## src/soc_consts.svh

```systemverilog
// Widths, queue depth, address map and register indices, included by the RTL and the testbench
`ifndef SOC_CONSTS_SVH
`define SOC_CONSTS_SVH

`define SOC_ADDR_W      16
`define SOC_DATA_W      32
`define SOC_ID_W        4
`define SOC_FIFO_DEPTH  4

// Address map, page = addr[ADDR_W-1:PAGE_LSB]
`define SOC_PAGE_LSB    8
`define SOC_SYS_PAGE    0
`define SOC_GPIO_PAGE   1
`define SOC_VERSION     32'h0001_0002
`define SOC_REG_IDX_W   4

// System page word indices
`define SOC_SYS_VERSION_IDX  0
`define SOC_SYS_SCRATCH_IDX  1
`define SOC_SYS_TCOUNT_IDX   2
`define SOC_SYS_TCMP_IDX     3

// GPIO page word indices
`define SOC_GPIO_OUT_IDX     0
`define SOC_GPIO_OE_IDX      1
`define SOC_GPIO_IN_IDX      2

`endif

```

## src/soc_pkg.sv

```systemverilog
// Types for AXI channels, queued requests and Wishbone traffic, used by the RTL and the testbench
`include "soc_consts.svh"

package soc_pkg;

   typedef enum logic {OP_READ, OP_WRITE} op_e;
   typedef enum logic [1:0] {TGT_SYS, TGT_GPIO, TGT_NONE} target_e;
   typedef enum logic [1:0] {RESP_OKAY = 2'b00, RESP_SLVERR = 2'b10} axi_resp_e;

   typedef struct packed {logic [`SOC_ID_W-1:0] id; logic [`SOC_ADDR_W-1:0] addr;} axi_aw_t;
   typedef struct packed {logic [`SOC_DATA_W-1:0] data; logic [`SOC_DATA_W/8-1:0] strb;} axi_w_t;
   typedef struct packed {logic [`SOC_ID_W-1:0] id; logic [`SOC_ADDR_W-1:0] addr;} axi_ar_t;
   typedef struct packed {logic [`SOC_ID_W-1:0] id; axi_resp_e resp;} axi_b_t;
   typedef struct packed {
      logic [`SOC_ID_W-1:0]   id;
      logic [`SOC_DATA_W-1:0] data;
      axi_resp_e              resp;
   } axi_r_t;

   typedef struct packed {
      op_e                      op;
      logic [`SOC_ID_W-1:0]     id;
      logic [`SOC_ADDR_W-1:0]   addr;
      logic [`SOC_DATA_W-1:0]   data;
      logic [`SOC_DATA_W/8-1:0] strb;
   } bus_req_t;

   // Address is the word index within the target page
   typedef struct packed {
      logic [`SOC_REG_IDX_W-1:0] adr;
      logic [`SOC_DATA_W-1:0]    dat;
      logic [`SOC_DATA_W/8-1:0]  sel;
      logic                      we;
   } wb_req_t;

   typedef struct packed {logic [`SOC_DATA_W-1:0] dat; logic ack;} wb_rsp_t;

   // Byte lanes with sel set take the new value
   function automatic logic [`SOC_DATA_W-1:0] byte_merge(
      input logic [`SOC_DATA_W-1:0]   old_val,
      input logic [`SOC_DATA_W-1:0]   new_val,
      input logic [`SOC_DATA_W/8-1:0] sel
   );
      logic [`SOC_DATA_W-1:0] res;
      res = old_val;
      for (int i = 0; i < `SOC_DATA_W/8; i++) begin
         if (sel[i]) begin
            res[8*i +: 8] = new_val[8*i +: 8];
         end
      end
      return res;
   endfunction

endpackage

```

## src/axi_req_capture.sv

```systemverilog
// AXI slave front end, takes write pairs and reads and pushes them as requests into the queue
`timescale 1ns/1ps

module axi_req_capture (
   input  logic              clk,
   input  logic              i_rst,
   input  soc_pkg::axi_aw_t  i_aw,
   input  logic              i_awvalid,
   output logic              o_awready,
   input  soc_pkg::axi_w_t   i_w,
   input  logic              i_wvalid,
   output logic              o_wready,
   input  soc_pkg::axi_ar_t  i_ar,
   input  logic              i_arvalid,
   output logic              o_arready,
   input  logic              i_full,
   output logic              o_push,
   output soc_pkg::bus_req_t o_req
);

   logic room;
   logic take_wr;
   logic take_rd;

   // A push still in flight may take the last free entry
   assign room    = ~i_full & ~o_push;
   // Writes only as address and data together, and ahead of reads
   assign take_wr = i_awvalid & i_wvalid & room;
   assign take_rd = i_arvalid & room & ~take_wr;

   assign o_awready = take_wr;
   assign o_wready  = take_wr;
   assign o_arready = take_rd;

   always_ff @(posedge clk) begin
      if (i_rst) begin
         o_push <= 1'b0;
      end else begin
         o_push <= take_wr | take_rd;
      end
   end

   always_ff @(posedge clk) begin
      if (take_wr) begin
         o_req.op   <= soc_pkg::OP_WRITE;
         o_req.id   <= i_aw.id;
         o_req.addr <= i_aw.addr;
         o_req.data <= i_w.data;
         o_req.strb <= i_w.strb;
      end else if (take_rd) begin
         o_req.op   <= soc_pkg::OP_READ;
         o_req.id   <= i_ar.id;
         o_req.addr <= i_ar.addr;
         o_req.data <= '0;
         o_req.strb <= '0;
      end
   end

endmodule

```

## src/req_fifo.sv

```systemverilog
// Request queue between the AXI capture and the Wishbone master, head visible without a pop
`timescale 1ns/1ps
`include "soc_consts.svh"

module req_fifo #(
   parameter int DEPTH = `SOC_FIFO_DEPTH
) (
   input  logic              clk,
   input  logic              i_rst,
   input  logic              i_push,
   input  soc_pkg::bus_req_t i_req,
   input  logic              i_pop,
   output soc_pkg::bus_req_t o_req,
   output logic              o_empty,
   output logic              o_full
);

   localparam int PTR_W = (DEPTH > 1) ? $clog2(DEPTH) : 1;
   localparam logic [PTR_W-1:0] LAST = PTR_W'(DEPTH - 1);

   soc_pkg::bus_req_t mem [DEPTH];
   logic [PTR_W-1:0]  wr_ptr;
   logic [PTR_W-1:0]  rd_ptr;
   logic [PTR_W:0]    count;
   logic              do_push;
   logic              do_pop;

   assign do_push = i_push & ~o_full;
   assign do_pop  = i_pop & ~o_empty;

   always_ff @(posedge clk) begin
      if (i_rst) begin
         wr_ptr <= '0;
         rd_ptr <= '0;
         count  <= '0;
      end else begin
         if (do_push) begin
            wr_ptr <= (wr_ptr == LAST) ? '0 : wr_ptr + 1'b1;
         end
         if (do_pop) begin
            rd_ptr <= (rd_ptr == LAST) ? '0 : rd_ptr + 1'b1;
         end
         case ({do_push, do_pop})
            2'b10:   count <= count + 1'b1;
            2'b01:   count <= count - 1'b1;
            default: count <= count;
         endcase
      end
   end

   always_ff @(posedge clk) begin
      if (do_push) begin
         mem[wr_ptr] <= i_req;
      end
   end

   assign o_req   = mem[rd_ptr];
   assign o_empty = (count == '0);
   assign o_full  = (count == (PTR_W + 1)'(DEPTH));

endmodule

```

## src/wb_master.sv

```systemverilog
// Wishbone master, runs one cycle per queued request and returns the AXI B or R response
`timescale 1ns/1ps
`include "soc_consts.svh"

module wb_master (
   input  logic              clk,
   input  logic              i_rst,
   input  logic              i_empty,
   input  soc_pkg::bus_req_t i_req,
   output logic              o_pop,
   output soc_pkg::wb_req_t  o_wb,
   output logic              o_sys_stb,
   output logic              o_gpio_stb,
   input  soc_pkg::wb_rsp_t  i_sys,
   input  soc_pkg::wb_rsp_t  i_gpio,
   output soc_pkg::axi_b_t   o_b,
   output logic              o_bvalid,
   input  logic              i_bready,
   output soc_pkg::axi_r_t   o_r,
   output logic              o_rvalid,
   input  logic              i_rready
);

   localparam int PAGE_W = `SOC_ADDR_W - `SOC_PAGE_LSB;
   localparam logic [PAGE_W-1:0] SYS_PAGE  = PAGE_W'(`SOC_SYS_PAGE);
   localparam logic [PAGE_W-1:0] GPIO_PAGE = PAGE_W'(`SOC_GPIO_PAGE);

   typedef enum logic [1:0] {ST_IDLE, ST_BUS, ST_RESP_WR, ST_RESP_RD} state_e;

   state_e                 state;
   soc_pkg::target_e       head_tgt;
   soc_pkg::target_e       tgt;
   soc_pkg::op_e           cur_op;
   logic [`SOC_ID_W-1:0]   cur_id;
   logic                   done;
   logic [`SOC_DATA_W-1:0] rd_data;
   soc_pkg::axi_resp_e     resp;

   function automatic soc_pkg::target_e decode(input logic [`SOC_ADDR_W-1:0] addr);
      logic [PAGE_W-1:0] page;
      page = addr[`SOC_ADDR_W-1:`SOC_PAGE_LSB];
      if (page == SYS_PAGE) begin
         return soc_pkg::TGT_SYS;
      end else if (page == GPIO_PAGE) begin
         return soc_pkg::TGT_GPIO;
      end
      return soc_pkg::TGT_NONE;
   endfunction

   assign head_tgt = decode(i_req.addr);
   assign o_pop    = (state == ST_IDLE) & ~i_empty;

   // Unmapped page finishes without a bus cycle
   always_comb begin
      case (tgt)
         soc_pkg::TGT_SYS: begin
            done    = i_sys.ack;
            rd_data = i_sys.dat;
         end
         soc_pkg::TGT_GPIO: begin
            done    = i_gpio.ack;
            rd_data = i_gpio.dat;
         end
         default: begin
            done    = 1'b1;
            rd_data = '0;
         end
      endcase
   end

   assign resp = (tgt == soc_pkg::TGT_NONE) ? soc_pkg::RESP_SLVERR : soc_pkg::RESP_OKAY;

   // ****************************************
   // Control FSM
   // ****************************************
   always_ff @(posedge clk) begin
      if (i_rst) begin
         state      <= ST_IDLE;
         o_sys_stb  <= 1'b0;
         o_gpio_stb <= 1'b0;
      end else begin
         case (state)
            ST_IDLE: begin
               if (o_pop) begin
                  state      <= ST_BUS;
                  o_sys_stb  <= (head_tgt == soc_pkg::TGT_SYS);
                  o_gpio_stb <= (head_tgt == soc_pkg::TGT_GPIO);
               end
            end
            ST_BUS: begin
               if (done) begin
                  o_sys_stb  <= 1'b0;
                  o_gpio_stb <= 1'b0;
                  state <= (cur_op == soc_pkg::OP_WRITE) ? ST_RESP_WR : ST_RESP_RD;
               end
            end
            ST_RESP_WR: begin
               if (i_bready) begin
                  state <= ST_IDLE;
               end
            end
            ST_RESP_RD: begin
               if (i_rready) begin
                  state <= ST_IDLE;
               end
            end
            default: state <= ST_IDLE;
         endcase
      end
   end

   // Request and response payload
   always_ff @(posedge clk) begin
      if (o_pop) begin
         tgt      <= head_tgt;
         cur_op   <= i_req.op;
         cur_id   <= i_req.id;
         o_wb.adr <= i_req.addr[`SOC_REG_IDX_W+1:2];
         o_wb.dat <= i_req.data;
         o_wb.sel <= i_req.strb;
         o_wb.we  <= (i_req.op == soc_pkg::OP_WRITE);
      end
      if ((state == ST_BUS) && done) begin
         o_b.id   <= cur_id;
         o_b.resp <= resp;
         o_r.id   <= cur_id;
         o_r.data <= rd_data;
         o_r.resp <= resp;
      end
   end

   assign o_bvalid = (state == ST_RESP_WR);
   assign o_rvalid = (state == ST_RESP_RD);

endmodule

```

## src/sys_regs.sv

```systemverilog
// System-control Wishbone target with version, scratch and a compare timer that drives an IRQ
`timescale 1ns/1ps
`include "soc_consts.svh"

module sys_regs (
   input  logic             clk,
   input  logic             i_rst,
   input  soc_pkg::wb_req_t i_wb,
   input  logic             i_stb,
   output soc_pkg::wb_rsp_t o_wb,
   output logic             o_timer_irq
);

   logic [`SOC_DATA_W-1:0] scratch;
   logic [`SOC_DATA_W-1:0] count;
   logic [`SOC_DATA_W-1:0] compare;
   logic [`SOC_DATA_W-1:0] rdata;
   logic                   ack;
   logic                   access;

   // One access per strobe, ack follows a cycle later
   assign access = i_stb & ~ack;

   always_ff @(posedge clk) begin
      if (i_rst) begin
         ack     <= 1'b0;
         scratch <= '0;
         count   <= '0;
         compare <= '0;
      end else begin
         ack   <= access;
         count <= count + 1'b1;
         if (access && i_wb.we) begin
            case (int'(i_wb.adr))
               `SOC_SYS_SCRATCH_IDX:
                  scratch <= soc_pkg::byte_merge(scratch, i_wb.dat, i_wb.sel);
               `SOC_SYS_TCMP_IDX:
                  compare <= soc_pkg::byte_merge(compare, i_wb.dat, i_wb.sel);
               default: ;
            endcase
         end
      end
   end

   always_ff @(posedge clk) begin
      if (access) begin
         case (int'(i_wb.adr))
            `SOC_SYS_VERSION_IDX: rdata <= `SOC_VERSION;
            `SOC_SYS_SCRATCH_IDX: rdata <= scratch;
            `SOC_SYS_TCOUNT_IDX:  rdata <= count;
            `SOC_SYS_TCMP_IDX:    rdata <= compare;
            default:              rdata <= '0;
         endcase
      end
   end

   assign o_wb.dat = rdata;
   assign o_wb.ack = ack;

   // Zero compare keeps the timer quiet
   assign o_timer_irq = (compare != '0) && (count >= compare);

endmodule

```

## src/gpio_regs.sv

```systemverilog
// GPIO Wishbone target with output data, output enable and a two-flop synchronized input
`timescale 1ns/1ps
`include "soc_consts.svh"

module gpio_regs (
   input  logic                   clk,
   input  logic                   i_rst,
   input  soc_pkg::wb_req_t       i_wb,
   input  logic                   i_stb,
   output soc_pkg::wb_rsp_t       o_wb,
   input  logic [`SOC_DATA_W-1:0] i_gpio_in,
   output logic [`SOC_DATA_W-1:0] o_gpio_out,
   output logic [`SOC_DATA_W-1:0] o_gpio_oe
);

   logic [`SOC_DATA_W-1:0] in_meta;
   logic [`SOC_DATA_W-1:0] in_sync;
   logic [`SOC_DATA_W-1:0] rdata;
   logic                   ack;
   logic                   access;

   assign access = i_stb & ~ack;

   always_ff @(posedge clk) begin
      if (i_rst) begin
         ack        <= 1'b0;
         o_gpio_out <= '0;
         o_gpio_oe  <= '0;
         in_meta    <= '0;
         in_sync    <= '0;
      end else begin
         ack     <= access;
         in_meta <= i_gpio_in;
         in_sync <= in_meta;
         if (access && i_wb.we) begin
            case (int'(i_wb.adr))
               `SOC_GPIO_OUT_IDX:
                  o_gpio_out <= soc_pkg::byte_merge(o_gpio_out, i_wb.dat, i_wb.sel);
               `SOC_GPIO_OE_IDX:
                  o_gpio_oe <= soc_pkg::byte_merge(o_gpio_oe, i_wb.dat, i_wb.sel);
               default: ;
            endcase
         end
      end
   end

   always_ff @(posedge clk) begin
      if (access) begin
         case (int'(i_wb.adr))
            `SOC_GPIO_OUT_IDX: rdata <= o_gpio_out;
            `SOC_GPIO_OE_IDX:  rdata <= o_gpio_oe;
            `SOC_GPIO_IN_IDX:  rdata <= in_sync;
            default:           rdata <= '0;
         endcase
      end
   end

   assign o_wb.dat = rdata;
   assign o_wb.ack = ack;

endmodule

```

## src/io_bridge_top.sv

```systemverilog
// I/O bridge top level, AXI slave port in, system-control and GPIO registers behind Wishbone
`timescale 1ns/1ps
`include "soc_consts.svh"

module io_bridge_top (
   input  logic                   clk,
   input  logic                   i_rst,
   input  soc_pkg::axi_aw_t       i_aw,
   input  logic                   i_awvalid,
   output logic                   o_awready,
   input  soc_pkg::axi_w_t        i_w,
   input  logic                   i_wvalid,
   output logic                   o_wready,
   input  soc_pkg::axi_ar_t       i_ar,
   input  logic                   i_arvalid,
   output logic                   o_arready,
   output soc_pkg::axi_b_t        o_b,
   output logic                   o_bvalid,
   input  logic                   i_bready,
   output soc_pkg::axi_r_t        o_r,
   output logic                   o_rvalid,
   input  logic                   i_rready,
   output logic                   o_timer_irq,
   input  logic [`SOC_DATA_W-1:0] i_gpio_in,
   output logic [`SOC_DATA_W-1:0] o_gpio_out,
   output logic [`SOC_DATA_W-1:0] o_gpio_oe
);

   soc_pkg::bus_req_t cap_req;
   soc_pkg::bus_req_t head_req;
   soc_pkg::wb_req_t  wb_req;
   soc_pkg::wb_rsp_t  sys_rsp;
   soc_pkg::wb_rsp_t  gpio_rsp;
   logic              fifo_push;
   logic              fifo_pop;
   logic              fifo_full;
   logic              fifo_empty;
   logic              sys_stb;
   logic              gpio_stb;

   // ****************************************
   // AXI side
   // ****************************************
   axi_req_capture axi_req_capture_inst (
      .clk       (clk),
      .i_rst     (i_rst),
      .i_aw      (i_aw),
      .i_awvalid (i_awvalid),
      .o_awready (o_awready),
      .i_w       (i_w),
      .i_wvalid  (i_wvalid),
      .o_wready  (o_wready),
      .i_ar      (i_ar),
      .i_arvalid (i_arvalid),
      .o_arready (o_arready),
      .i_full    (fifo_full),
      .o_push    (fifo_push),
      .o_req     (cap_req)
   );

   req_fifo #(
      .DEPTH (`SOC_FIFO_DEPTH)
   ) req_fifo_inst (
      .clk     (clk),
      .i_rst   (i_rst),
      .i_push  (fifo_push),
      .i_req   (cap_req),
      .i_pop   (fifo_pop),
      .o_req   (head_req),
      .o_empty (fifo_empty),
      .o_full  (fifo_full)
   );

   wb_master wb_master_inst (
      .clk        (clk),
      .i_rst      (i_rst),
      .i_empty    (fifo_empty),
      .i_req      (head_req),
      .o_pop      (fifo_pop),
      .o_wb       (wb_req),
      .o_sys_stb  (sys_stb),
      .o_gpio_stb (gpio_stb),
      .i_sys      (sys_rsp),
      .i_gpio     (gpio_rsp),
      .o_b        (o_b),
      .o_bvalid   (o_bvalid),
      .i_bready   (i_bready),
      .o_r        (o_r),
      .o_rvalid   (o_rvalid),
      .i_rready   (i_rready)
   );

   // ****************************************
   // Wishbone targets
   // ****************************************
   sys_regs sys_regs_inst (
      .clk         (clk),
      .i_rst       (i_rst),
      .i_wb        (wb_req),
      .i_stb       (sys_stb),
      .o_wb        (sys_rsp),
      .o_timer_irq (o_timer_irq)
   );

   gpio_regs gpio_regs_inst (
      .clk        (clk),
      .i_rst      (i_rst),
      .i_wb       (wb_req),
      .i_stb      (gpio_stb),
      .o_wb       (gpio_rsp),
      .i_gpio_in  (i_gpio_in),
      .o_gpio_out (o_gpio_out),
      .o_gpio_oe  (o_gpio_oe)
   );

endmodule

```

## config.mk

```make
export PLATFORM = sky130hd
export DESIGN_NAME = io_bridge_top
export DESIGN_NICKNAME = d
export VERILOG_FILES = /design/src/soc_pkg.sv /design/src/axi_req_capture.sv /design/src/req_fifo.sv /design/src/wb_master.sv /design/src/sys_regs.sv /design/src/gpio_regs.sv /design/src/io_bridge_top.sv
export VERILOG_INCLUDE_DIRS = /design/src /design/src/src
export SDC_FILE = /design/constraint.sdc
export NUM_CORES = 1
export LEC_CHECK = 0
export ABC_AREA = 1
export ABC_CLOCK_PERIOD_IN_PS = 4300
export BUFFER_PORTS_ARGS = -buffer_cell sky130_fd_sc_hd__buf_2
export CORE_MARGIN = 2
export CORE_UTILIZATION = 59
export DETAILED_ROUTE_END_ITERATION = 12
export GPL_ROUTABILITY_DRIVEN = 0
export PLACE_DENSITY = 0.8
export SLEW_MARGIN = 10
export SYNTH_ARGS = -nofsm -noshare
export SYNTH_HDL_FRONTEND = slang
export SYNTH_SLANG_ARGS = --single-unit
```

## constraint.sdc

```tcl
create_clock -name clk -period 4.3 [get_ports clk]
set_input_delay 0.645 -clock clk [delete_from_list [all_inputs] [get_ports clk]]
set_output_delay 0.645 -clock clk [all_outputs]
set_load 0.02 [all_outputs]
```

Word-level counts from Yosys, hierarchy flattened

Memory sizes are Yosys's and may differ from the RTL's. A register that Yosys moved wholly into a read port is not among the register bits.
Cells that the tools add are included.

Register bits: 444
Memory bits (writable): 228
Word-level logic and storage cells: 149
Memories: 1

Add/sub/neg operators: 5
$lt $le $gt $ge: 1
Eq/ne operators: 19
Muxes and demuxes: 30
Bitwise operators: 17
Reductions and logical operators: 32

Memories:

| name              | words | width | rd ports | clocked after Yosys merged registers in | write ports | line           | text |
|---|---|---|---|---|---|---|---|
| req_fifo_inst.mem | 4     | 57    | 1        | 1                                       | 1           | req_fifo.sv:21 | `soc_pkg::bus_req_t mem [DEPTH];` |

Operators by type and width:

| kind                                                                    | number |
|---|---|
| 32-bit one-hot mux with 4 select lines                                  | 1 |
| 56-bit two-way mux                                                      | 2 |
| 32-bit one-hot mux with 3 select lines                                  | 1 |
| 32-bit one-hot mux with 2 select lines                                  | 1 |
| 3-bit AND reduction                                                     | 17 |
| 32-bit by 1-bit adder with 32-bit output, second input constant         | 1 |
| 32-bit greater-or-equal comparator                                      | 1 |
| 32-bit nonzero test                                                     | 1 |
| 2-bit two-way mux                                                       | 12 |
| 2-bit equality test, second input constant                              | 6 |
| 1-bit AND                                                               | 10 |
| 2-bit by 1-bit equality test with 1-bit output, second input constant   | 4 |
| 4-bit by 2-bit equality test with 1-bit output, second input constant   | 2 |
| 8-bit by 1-bit equality test with 1-bit output, second input constant   | 1 |
| 8-bit logical NOT                                                       | 1 |
| 1-bit two-way mux                                                       | 8 |
| 2-bit one-hot mux with 4 select lines                                   | 1 |
| 2-bit logical NOT                                                       | 3 |
| 2-bit by 1-bit inequality test with 1-bit output, second input constant | 3 |
| 1-bit inverter                                                          | 6 |
| 1-bit one-hot mux with 2 select lines                                   | 3 |
| 3-bit one-hot mux with 2 select lines                                   | 1 |
| 2-bit nonzero test                                                      | 3 |
| 2-bit by 1-bit adder with 2-bit output, second input constant           | 2 |
| other kinds (10)                                                        | 13 |

Logic depth before layout (Yosys ltp)

Gate-level depths: netlist (run 1).

Word-level depth: 8
Mapped depth: 13
Depth with buffers taken out: 13

By module

Synthesis (run 1) repeated with hierarchy kept, for this count alone.

Cells, all modules: 2,662
Area, all modules: 27,131.0 um^2

Modules (own cells, without submodules):

| module          | instances | cells an instance | area each (um^2) | seq. area each (um^2) |
|---|---|---|---|---|
| req_fifo        | 1         | 623               | 8,943.6          | 7,026.7 |
| sys_regs        | 1         | 787               | 6,221.0          | 2,902.8 |
| gpio_regs       | 1         | 777               | 6,147.1          | 3,543.4 |
| wb_master       | 1         | 263               | 3,415.8          | 2,602.5 |
| axi_req_capture | 1         | 212               | 2,403.6          | 1,721.7 |

Least setup slack after synthesis (run 1)

Ideal clock, no wire load.

Path type: register -> register
Start point: register wb_master_inst.state[1]
End point: register req_fifo_inst.count[2]
Arrival time: 3.717 ns
Required time: 4.178 ns
Path slack: 0.461 ns
Stages on the path, launching flop included: 10
Path buffers: 0
Period minus slack after synthesis: 3.839 ns
Path through: dfxtp_1 nor2_1 nor3_2 ha_1 inv_1 fa_1 a21oi_1 o21ai_0 o21ai_0 a21oi_1

Cells in the longest elaborated chain, start to end: 5

RTL lines:

| what                                                                                  | line                | text |
|---|---|---|
| from (decl)                                                                           | wb_master.sv:30     | `state_e state;` |
| from (signal assigned)                                                                | wb_master.sv:94     | `state <= (cur_op == soc_pkg::OP_WRITE) ? ST_RESP_WR : ST_RESP_RD;` |
| 2-bit logical NOT (*)                                                                 | wb_master.sv:51     | `assign o_pop = (state == ST_IDLE) & ~i_empty;` |
| 1-bit AND (*)                                                                         | wb_master.sv:51     |  |
| named net fifo_pop                                                                    | io_bridge_top.sv:35 | `logic fifo_pop;` |
| 1-bit AND (*)                                                                         | req_fifo.sv:29      | `assign do_pop = i_pop & ~o_empty;` |
| 2-bit by 1-bit equality test with 1-bit output or 2-bit equality test (tied branches) | req_fifo.sv:43      | `case ({do_push, do_pop})` |
| 3-bit one-hot mux with 2 select lines or 2-bit nonzero test (tied branches)           | n/a                 |  |
| to (signal assigned)                                                                  | req_fifo.sv:44      | `2'b10: count <= count + 1'b1;` |
| to (signal assigned)                                                                  | req_fifo.sv:45      | `2'b01: count <= count - 1'b1;` |
| to (signal assigned)                                                                  | req_fifo.sv:46      | `default: count <= count;` |
| to (decl)                                                                             | req_fifo.sv:24      | `logic [PTR_W:0] count;` |

The timed path passes the listed nets; every way through them passes the cells marked *.
A chain may end at the register's enable or synchronous reset.

Final worst setup path (run 1)

Start point: register sys_regs_inst.compare[7]
End point: output port o_timer_irq

Cells in the longest elaborated chain, start to end: 2

RTL lines:

| what                                                                      | line                | text |
|---|---|---|
| from (decl)                                                               | sys_regs.sv:16      | `` logic [`SOC_DATA_W-1:0] compare; `` |
| from (signal assigned)                                                    | sys_regs.sv:38      | `compare <= soc_pkg::byte_merge(compare, i_wb.dat, i_wb.sel);` |
| 32-bit greater-or-equal comparator or 32-bit nonzero test (tied branches) | sys_regs.sv:61      | `assign o_timer_irq = (compare != '0) && (count >= compare);` |
| 1-bit logical AND (*)                                                     | sys_regs.sv:61      |  |
| to (decl)                                                                 | io_bridge_top.sv:23 | `output logic o_timer_irq,` |

Mark *: on every way between the ends. The rest lies on a longest branch, timed or not.

==> run_results.csv, run 1 <==
group,metric,value,unit
run_status,outcome,"finished, final reports clean",
synth,yosys_warnings,0,
critical_path,cp_max_fo,3,
detailed_routing,routed_wl,59900,um
die,core_area,42200,sq um
clock_tree,cts.sink_count,653,
min_path,hold_class,"in2reg",
detailed_routing,drc,0,
sta,relSlewSlack,27.4,%
grt,antenna_found_initial,0,
sta,tns,0,ns
clock_tree,clockRootBuffer,"clkbuf_16",
detailed_routing,vias,17900,
grt,grt.total_usage,26.9,%
cells_and_area,area_growth,13.4,%
grt,grt_overflow,0,
synth,synth_xor_area_share,0.0690,%
synth,synth-seq-cells,653,
die,num_rows,75,
cells_and_area,ff_latch_area,17200,sq um
synth,yosysSeqAreaShare,67.8,%
critical_path,crit_chain,"inv_1, ha_1, nand2_1, nor2_1, nand2_1, nor2_1, nor2_1, nand2_1, nand2_1, a21oi_1, buf_2",
pwr,powerDensity,554,nW/um^2
detailed_routing,first_pass_iters,6,
critical_path,cp-end-kind,"primary output",
synth,synth_top_family_by_area,"simple AND/OR/NAND/NOR gates",
detailed_routing,dr.first_iter.drc_count,1926,
synth,yosysTopAreaCell,"edfxtp_1",
critical_path,cp-startpoint,"sys_regs_inst.compare[7]$_SDFFE_PP0P_",
clock_tree,tritoncts,"done",
critical_path,reg2reg_slack,1.80,ns
grt,grt_max_degree,97,
detailed_routing,ant_nets,0,
sta,clock_skew,0.0114,ns
sta,layout_setup_ws,1.15,ns
clock_tree,cts.repair.resized,0,
die,start_util,60.1,%
die,dieArea,44700,sq um
placement,pre_cts_slack,1.77,ns
synth,synthCells,2347,
sta,hold_viol,0,
pwr,p_leak,0.0114,uW
critical_path,reg2reg_from,"wb_master_inst.o_wb[40]$_DFFE_PP_",
critical_path,cp_common_cell,"nand2_1",
critical_path,worstPathRequired,3.65,ns
die,io_pins,229,
synth,synthSimpleGateAreaFrac,12.7,%
synth,synth_top_area_share,48.8,%
flow_run,drv_cap,0,
synth,synthTopCellsByCount,"edfxtp_1 (412), nand2_1 (322), nor2_1 (320), inv_1 (246), dfxtp_1 (241)",
synth,async_flop_share,0,%
sta,rsz0062_at_grt,"no",
clock_tree,cts_max_level,2,
detailed_routing,avgRoutedWirePerCell,19.1,um
cells_and_area,n_fill_cell,2967,
min_path,holdPathEnd,"gpio_regs_inst.in_meta[14]$_SDFF_PP0_",
clock_tree,cts_setup_buffers,0,
placement,place_area,26800,sq um
critical_path,arrival,2.50,ns
die,dieWidth,211,um
synth,synth_compound_area_share,11.3,%
pwr,ir_drop,423,uV
synth,avgSynthCellArea,10.8,sq um
sta,worstMarginPinSlew,1.09,ns
synth,muxShareOfSynthArea,0,%
die,die_h,211,um
sta,min_period,3.15,ns
grt,grt_pass1_vias,17300,
critical_path,cpPeakStageDelay,0.44,ns
synth,syn_area,25400,sq um
critical_path,crit_path_start_kind,"flop",
placement,io_buffers,218,
clock_tree,clockBufferDepth,3,
critical_path,cp_slowest_cell,"dfxtp_1",
synth,synth-adder-area-share,2.00,%
synth,synth_most_common_cell,"edfxtp_1",
critical_path,reg2reg_depth,6,
placement,dp_hpwl,39100,um
sta,finalCritPeriodShare,73.2,%
cells_and_area,layout.nets,2698,
sta,fmax,0.318,GHz
cells_and_area,postLayoutCellArea,28800,sq um
clock_tree,cts_buffers,60,
critical_path,worstReg2RegEnd,"sys_regs_inst.rdata[9]$_DFFE_PP_",
synth,synth_area_leaders,"edfxtp_1 (49%), dfxtp_1 (19%), nand2_1 (4.8%), nor2_1 (4.7%), o21ai_0 (4.3%)",
detailed_routing,via_per_inst,5.73,
cells_and_area,multi_input_area,6670,sq um
cells_and_area,diodes,0,
synth,synth_edf_count,412,
clock_tree,clk_pin_slew,0.07,ns
sta,setup_viol,0,
critical_path,crit_type,"reg2out",
sta,drv_slew,0,
min_path,holdPathStages,3,
synth,synthFlopType,"edfxtp_1",
synth,ys_types,44,
grt,grt_pass1_wl,92600,um
clock_tree,cts_hold_buf,0,
clock_tree,clock_latency,0.62,ns
min_path,min-delay-start,"i_gpio_in[14]",
cells_and_area,final_util,68.1,%
cells_and_area,drive_gt1_share,14.7,%
==> cell families after synthesis <==
family                   Yosys count
flip-flops                       653
AND/OR/NAND/NOR                  768
other                              1
buffers and inverters            370
AO/OA/AOI/OAI                    513
XOR/XNOR                           2
adder cells (fa/ha/maj)           40
==> placed cells by master (no fill, tap or decap), types with 21 or more instances in the layout <==
cell / instances
a21oi_1: 154
edfxtp_1: 412
buf_4: 26
dfxtp_1: 240
o21ai_0: 217
a22o_1: 32
o21ai_1: 25
o22ai_1: 45
clkinv_2: 21
nor3_1: 21
nand2_1: 321
ha_1: 39
nand3_1: 64
clkbuf_16: 61
buf_2: 218
nor2_1: 314
inv_1: 245
o221ai_1: 28
==> worst max-delay path by stage <==
stage | endpoint | slack (ns) | cells after the start
floorplan | req_fifo_inst.count[2]$_SDFFE_PP0P_ | 0.46 | 9
global placement | req_fifo_inst.mem[1][17]$_DFFE_PP_ | 1.80 | 5
detailed placement | req_fifo_inst.mem[2][21]$_DFFE_PP_ | 1.77 | 5
CTS | o_timer_irq | 1.17 | 11
global route | o_timer_irq | 0.99 | 11
finish | o_timer_irq | 1.15 | 11
==> critical path: cells and delay by family, from the launching register on <==
family	cells	cell delay (ns)
flip-flops	1	0.44
AO/OA/AOI/OAI	1	0.22
AND/OR/NAND/NOR	7	0.63
adder cells (fa/ha/maj)	1	0.31
buffers and inverters	2	0.31
==> report_power, final <==
group          total, uW  switching, uW  internal, uW
combinational       2640           2010           625
sequential          7980            324          7650
clock               5330           2270          3060
total              15900           4610         11300
==> layout make-up <==
cell class                 count  area share (%)
sequential                   653            59.8
multi-input combinational   1325            23.2
clock buffer                  77            5.72
timing repair buffer         244            4.47
inverter                     259            3.38
tap                          539            2.34
clock inverter                33            1.13
==> registers in the layout, indices dropped and copies added, names as in the netlist, 2 cells and up, named ones only <==
register	flops
sys_regs_inst.compare	32
gpio_regs_inst.rdata	32
sys_regs_inst.count	32
req_fifo_inst.wr_ptr	2
wb_master_inst.cur_id	4
wb_master_inst.state	2
sys_regs_inst.rdata	32
req_fifo_inst.mem	212
axi_req_capture_inst.o_req	53
req_fifo_inst.count	3
sys_regs_inst.scratch	32
gpio_regs_inst.o_gpio_oe	32
wb_master_inst.o_r	32
wb_master_inst.o_wb	41
req_fifo_inst.rd_ptr	2
gpio_regs_inst.o_gpio_out	32
wb_master_inst.tgt	2
gpio_regs_inst.in_meta	32
gpio_regs_inst.in_sync	32
wb_master_inst.o_b	5
==> stage by stage <==
step / instances / power (uW) / hold slack [ns]
3_3_place_gp: 3020 / 10500 / 0.391
6_report: 3130 / 15900 / 0.230
2_1_floorplan: 2348 / 9730 / 0.388
5_1_grt: 3130 / 16500 / 0.230
4_1_cts: 3130 / 16000 / 0.209
3_5_place_dp: 3020 / 10700 / 0.395
==> routing by layer <==
layer	global-route usage [%]	vias to the layer above	wire [um]
met5	0	-	0
met3	3.83	141	4960
met1	35.5	8485	23400
met4	12.3	0	2520
met2	44.5	914	29000
li1	-	8400	-
Power figures use the tool's default switching activity.
==> run 2: changes to the inputs <==
Settings changed: ABC_CLOCK_PERIOD_IN_PS 4300 to 2700, CORE_UTILIZATION 59 to 53, PLACE_DENSITY 0.8 to 0.76.
Clock period 4.3 ns to 2.7 ns, I/O delays scaled along.
==> run_results.csv, run 2 (same netlist as run 1, synthesis figures left out) <==
group,metric,value,unit
cells_and_area,diodes,0,
cells_and_area,drive_gt1_share,16.8,%
critical_path,reg2reg_slack,0.58,ns
pwr,switching_share,28.9,%
sta,worstMarginPinSlew,0.980,ns
cells_and_area,largest_register_ffs,212,
cells_and_area,regMostFlops,"req_fifo_inst.mem",
clock_tree,tritoncts,"done",
detailed_routing,vias,17900,
sta,finalCritPeriodShare,98.8,%
detailed_routing,drc,0,
clock_tree,cts_buffers,61,
grt,grt_pass1_wl,94100,um
die,io_pins,229,
clock_tree,clockBufferDepth,3,
grt,grt_overflow,0,
critical_path,crit_type,"reg2out",
detailed_routing,ant_nets,0,
pwr,ir_drop,498,uV
cells_and_area,n_fill_cell,3636,
run_status,outcome,"finished, final reports clean",
cells_and_area,final_common_cell,"edfxtp_1",
grt,grt.total_usage,24.3,%
grt,grt_max_degree,88,
critical_path,crit_path_start_kind,"flop",
critical_path,cp-end-kind,"primary output",
detailed_routing,routed_wl,61100,um
cells_and_area,area_growth,16.3,%
cells_and_area,mostFrequentLayoutCells,"edfxtp_1 (412), nand2_1 (319), nor2_1 (309)",
cells_and_area,layout.nets,2737,
placement,dpl.cell_count,3105,
sta,fin_worst_hold_slack,0.0195,ns
pwr,p_leak,0.0116,uW
min_path,hold_class,"in2reg",
critical_path,arrival,2.26,ns
sta,drv_slew,0,
pwr,powerDensity,861,nW/um^2
grt,antenna_found_initial,0,
clock_tree,clockRootBuffer,"clkbuf_16",
critical_path,worstPathRequired,2.30,ns
sta,clock_skew,0.0207,ns
detailed_routing,avgRoutedWirePerCell,18.8,um
detailed_routing,via_per_inst,5.52,
pwr,power_frac_clock,33.1,%
pwr,power_frac_seq,50.0,%
pwr,p_int,18100,uW
clock_tree,cts_max_level,2,
die,dieArea,49600,sq um
die,num_rows,80,
pwr,p_comb_share,16.9,%
flow_run,drv_cap,0,
sta,min_period,2.67,ns
sta,hold_viol,0,
pwr,switching_power,7340,uW
detailed_routing,dr.first_iter.drc_count,1852,
grt,grt_pass1_vias,17300,
placement,dp_hpwl,40500,um
die,start_util,53.5,%
cells_and_area,layout.cells.non_filler,3249,
clock_tree,cts.sink_count,653,
die,dieWidth,223,um
sta,setup_viol,0,
placement,io_buffers,218,
clock_tree,clock_latency,0.63,ns
cells_and_area,reg_top3,"req_fifo_inst.mem: 212 flops, axi_req_capture_inst.o_req: 53 flops, wb_master_inst.o_wb: 41 flops",
clock_tree,clk_pin_slew,0.06,ns
detailed_routing,first_pass_iters,8,
die,core_area,47400,sq um
die,die_h,223,um
critical_path,cp_max_fo,3,
sta,fmax,0.375,GHz
sta,relSlewSlack,34.6,%
[run 2: cell count changes in the layout (fill, tap and decap cells not counted), sizes merged]
| cell | before | now |
|---|---|---|
| bufinv | 6 | 5 |
| clkbuf | 77 | 81 |
| inv | 259 | 261 |
| buf | 244 | 256 |
| dlygate4sd3 | 0 | 26 |
[run 2: stage by stage]
| step | total power, uW | setup TNS, ns | instance area, sq um | utilization, % | setup WS, ns |
|---|---|---|---|---|---|
| 2_1_floorplan | 15500 | -143.48 | 25400 | - | -0.674 |
| 3_3_place_gp | 16900 | 0 | 27100 | 57.1 | 0.468 |
| 3_5_place_dp | 17100 | 0 | 27100 | 57.1 | 0.534 |
| 4_1_cts | 25500 | 0 | 29300 | 61.8 | 0.0164 |
| 5_1_grt | 26400 | -0.0172 | 29500 | 62.2 | -0.0172 |
| 6_report | 25400 | 0 | 29500 | 62.2 | 0.0322 |
[run 2: what timing repair did]
item,4_1_cts,5_1_grt
buffers inserted,1,2
resized for setup,9,44
pin swaps,1,14
hold buffers,26,0
hold endpoints to repair,26,0
setup endpoints to repair,1,1
[run 2: cell type report]
type | count | area, sq um | area share (%)
timing repair buffer | 282 | 1740 | 5.91
clock inverter | 34 | 317 | 1.07
tap | 615 | 769 | 2.61
sequential | 653 | 17200 | 58.4
inverter | 259 | 972 | 3.29
multi-input combinational | 1325 | 6830 | 23.1
clock buffer | 81 | 1650 | 5.60
[run 2: path summary, 6_finish.rpt]
path                                                              from  cells after the start                               endpoint
worst max register to register       sys_regs_inst.count[1]$_SDFF_PP0_                      8     sys_regs_inst.count[28]$_SDFF_PP0_
worst max-delay path            sys_regs_inst.compare[11]$_SDFFE_PP0P_                     11                            o_timer_irq
worst min-delay path                                     i_gpio_in[17]                      3  gpio_regs_inst.in_meta[17]$_SDFF_PP0_
worst min register to register    gpio_regs_inst.in_meta[5]$_SDFF_PP0_                      2   gpio_regs_inst.in_sync[5]$_SDFF_PP0_
[run 2: critical path, stage by stage (launching register included)]
cell,delay [ns]
dfxtp_2,0.33
inv_1,0.08
ha_4,0.27
nand2_1,0.07
nor2_1,0.14
nand2_1,0.09
nor2_1,0.11
nor2_1,0.06
nand2_1,0.09
nand2_1,0.08
a21oi_2,0.17
buf_6,0.14
[run 2: power by group through the flow]
stage	clock, uW	combinational, uW	sequential (uW)
global route	8900	4680	12800
detailed placement	0	4210	12900
CTS	8520	4270	12700
global placement	0	4060	12800
finish	8420	4280	12700
floorplan	0	2570	12900
[run 2: metal layers]
layer	up-vias	share of wire [%]	track usage, %
li1	8491	-	-
met1	8424	39	31.2
met2	840	48	40.2
met3	178	7.2	3.77
met4	0	5.2	12.6
met5	-	0	0
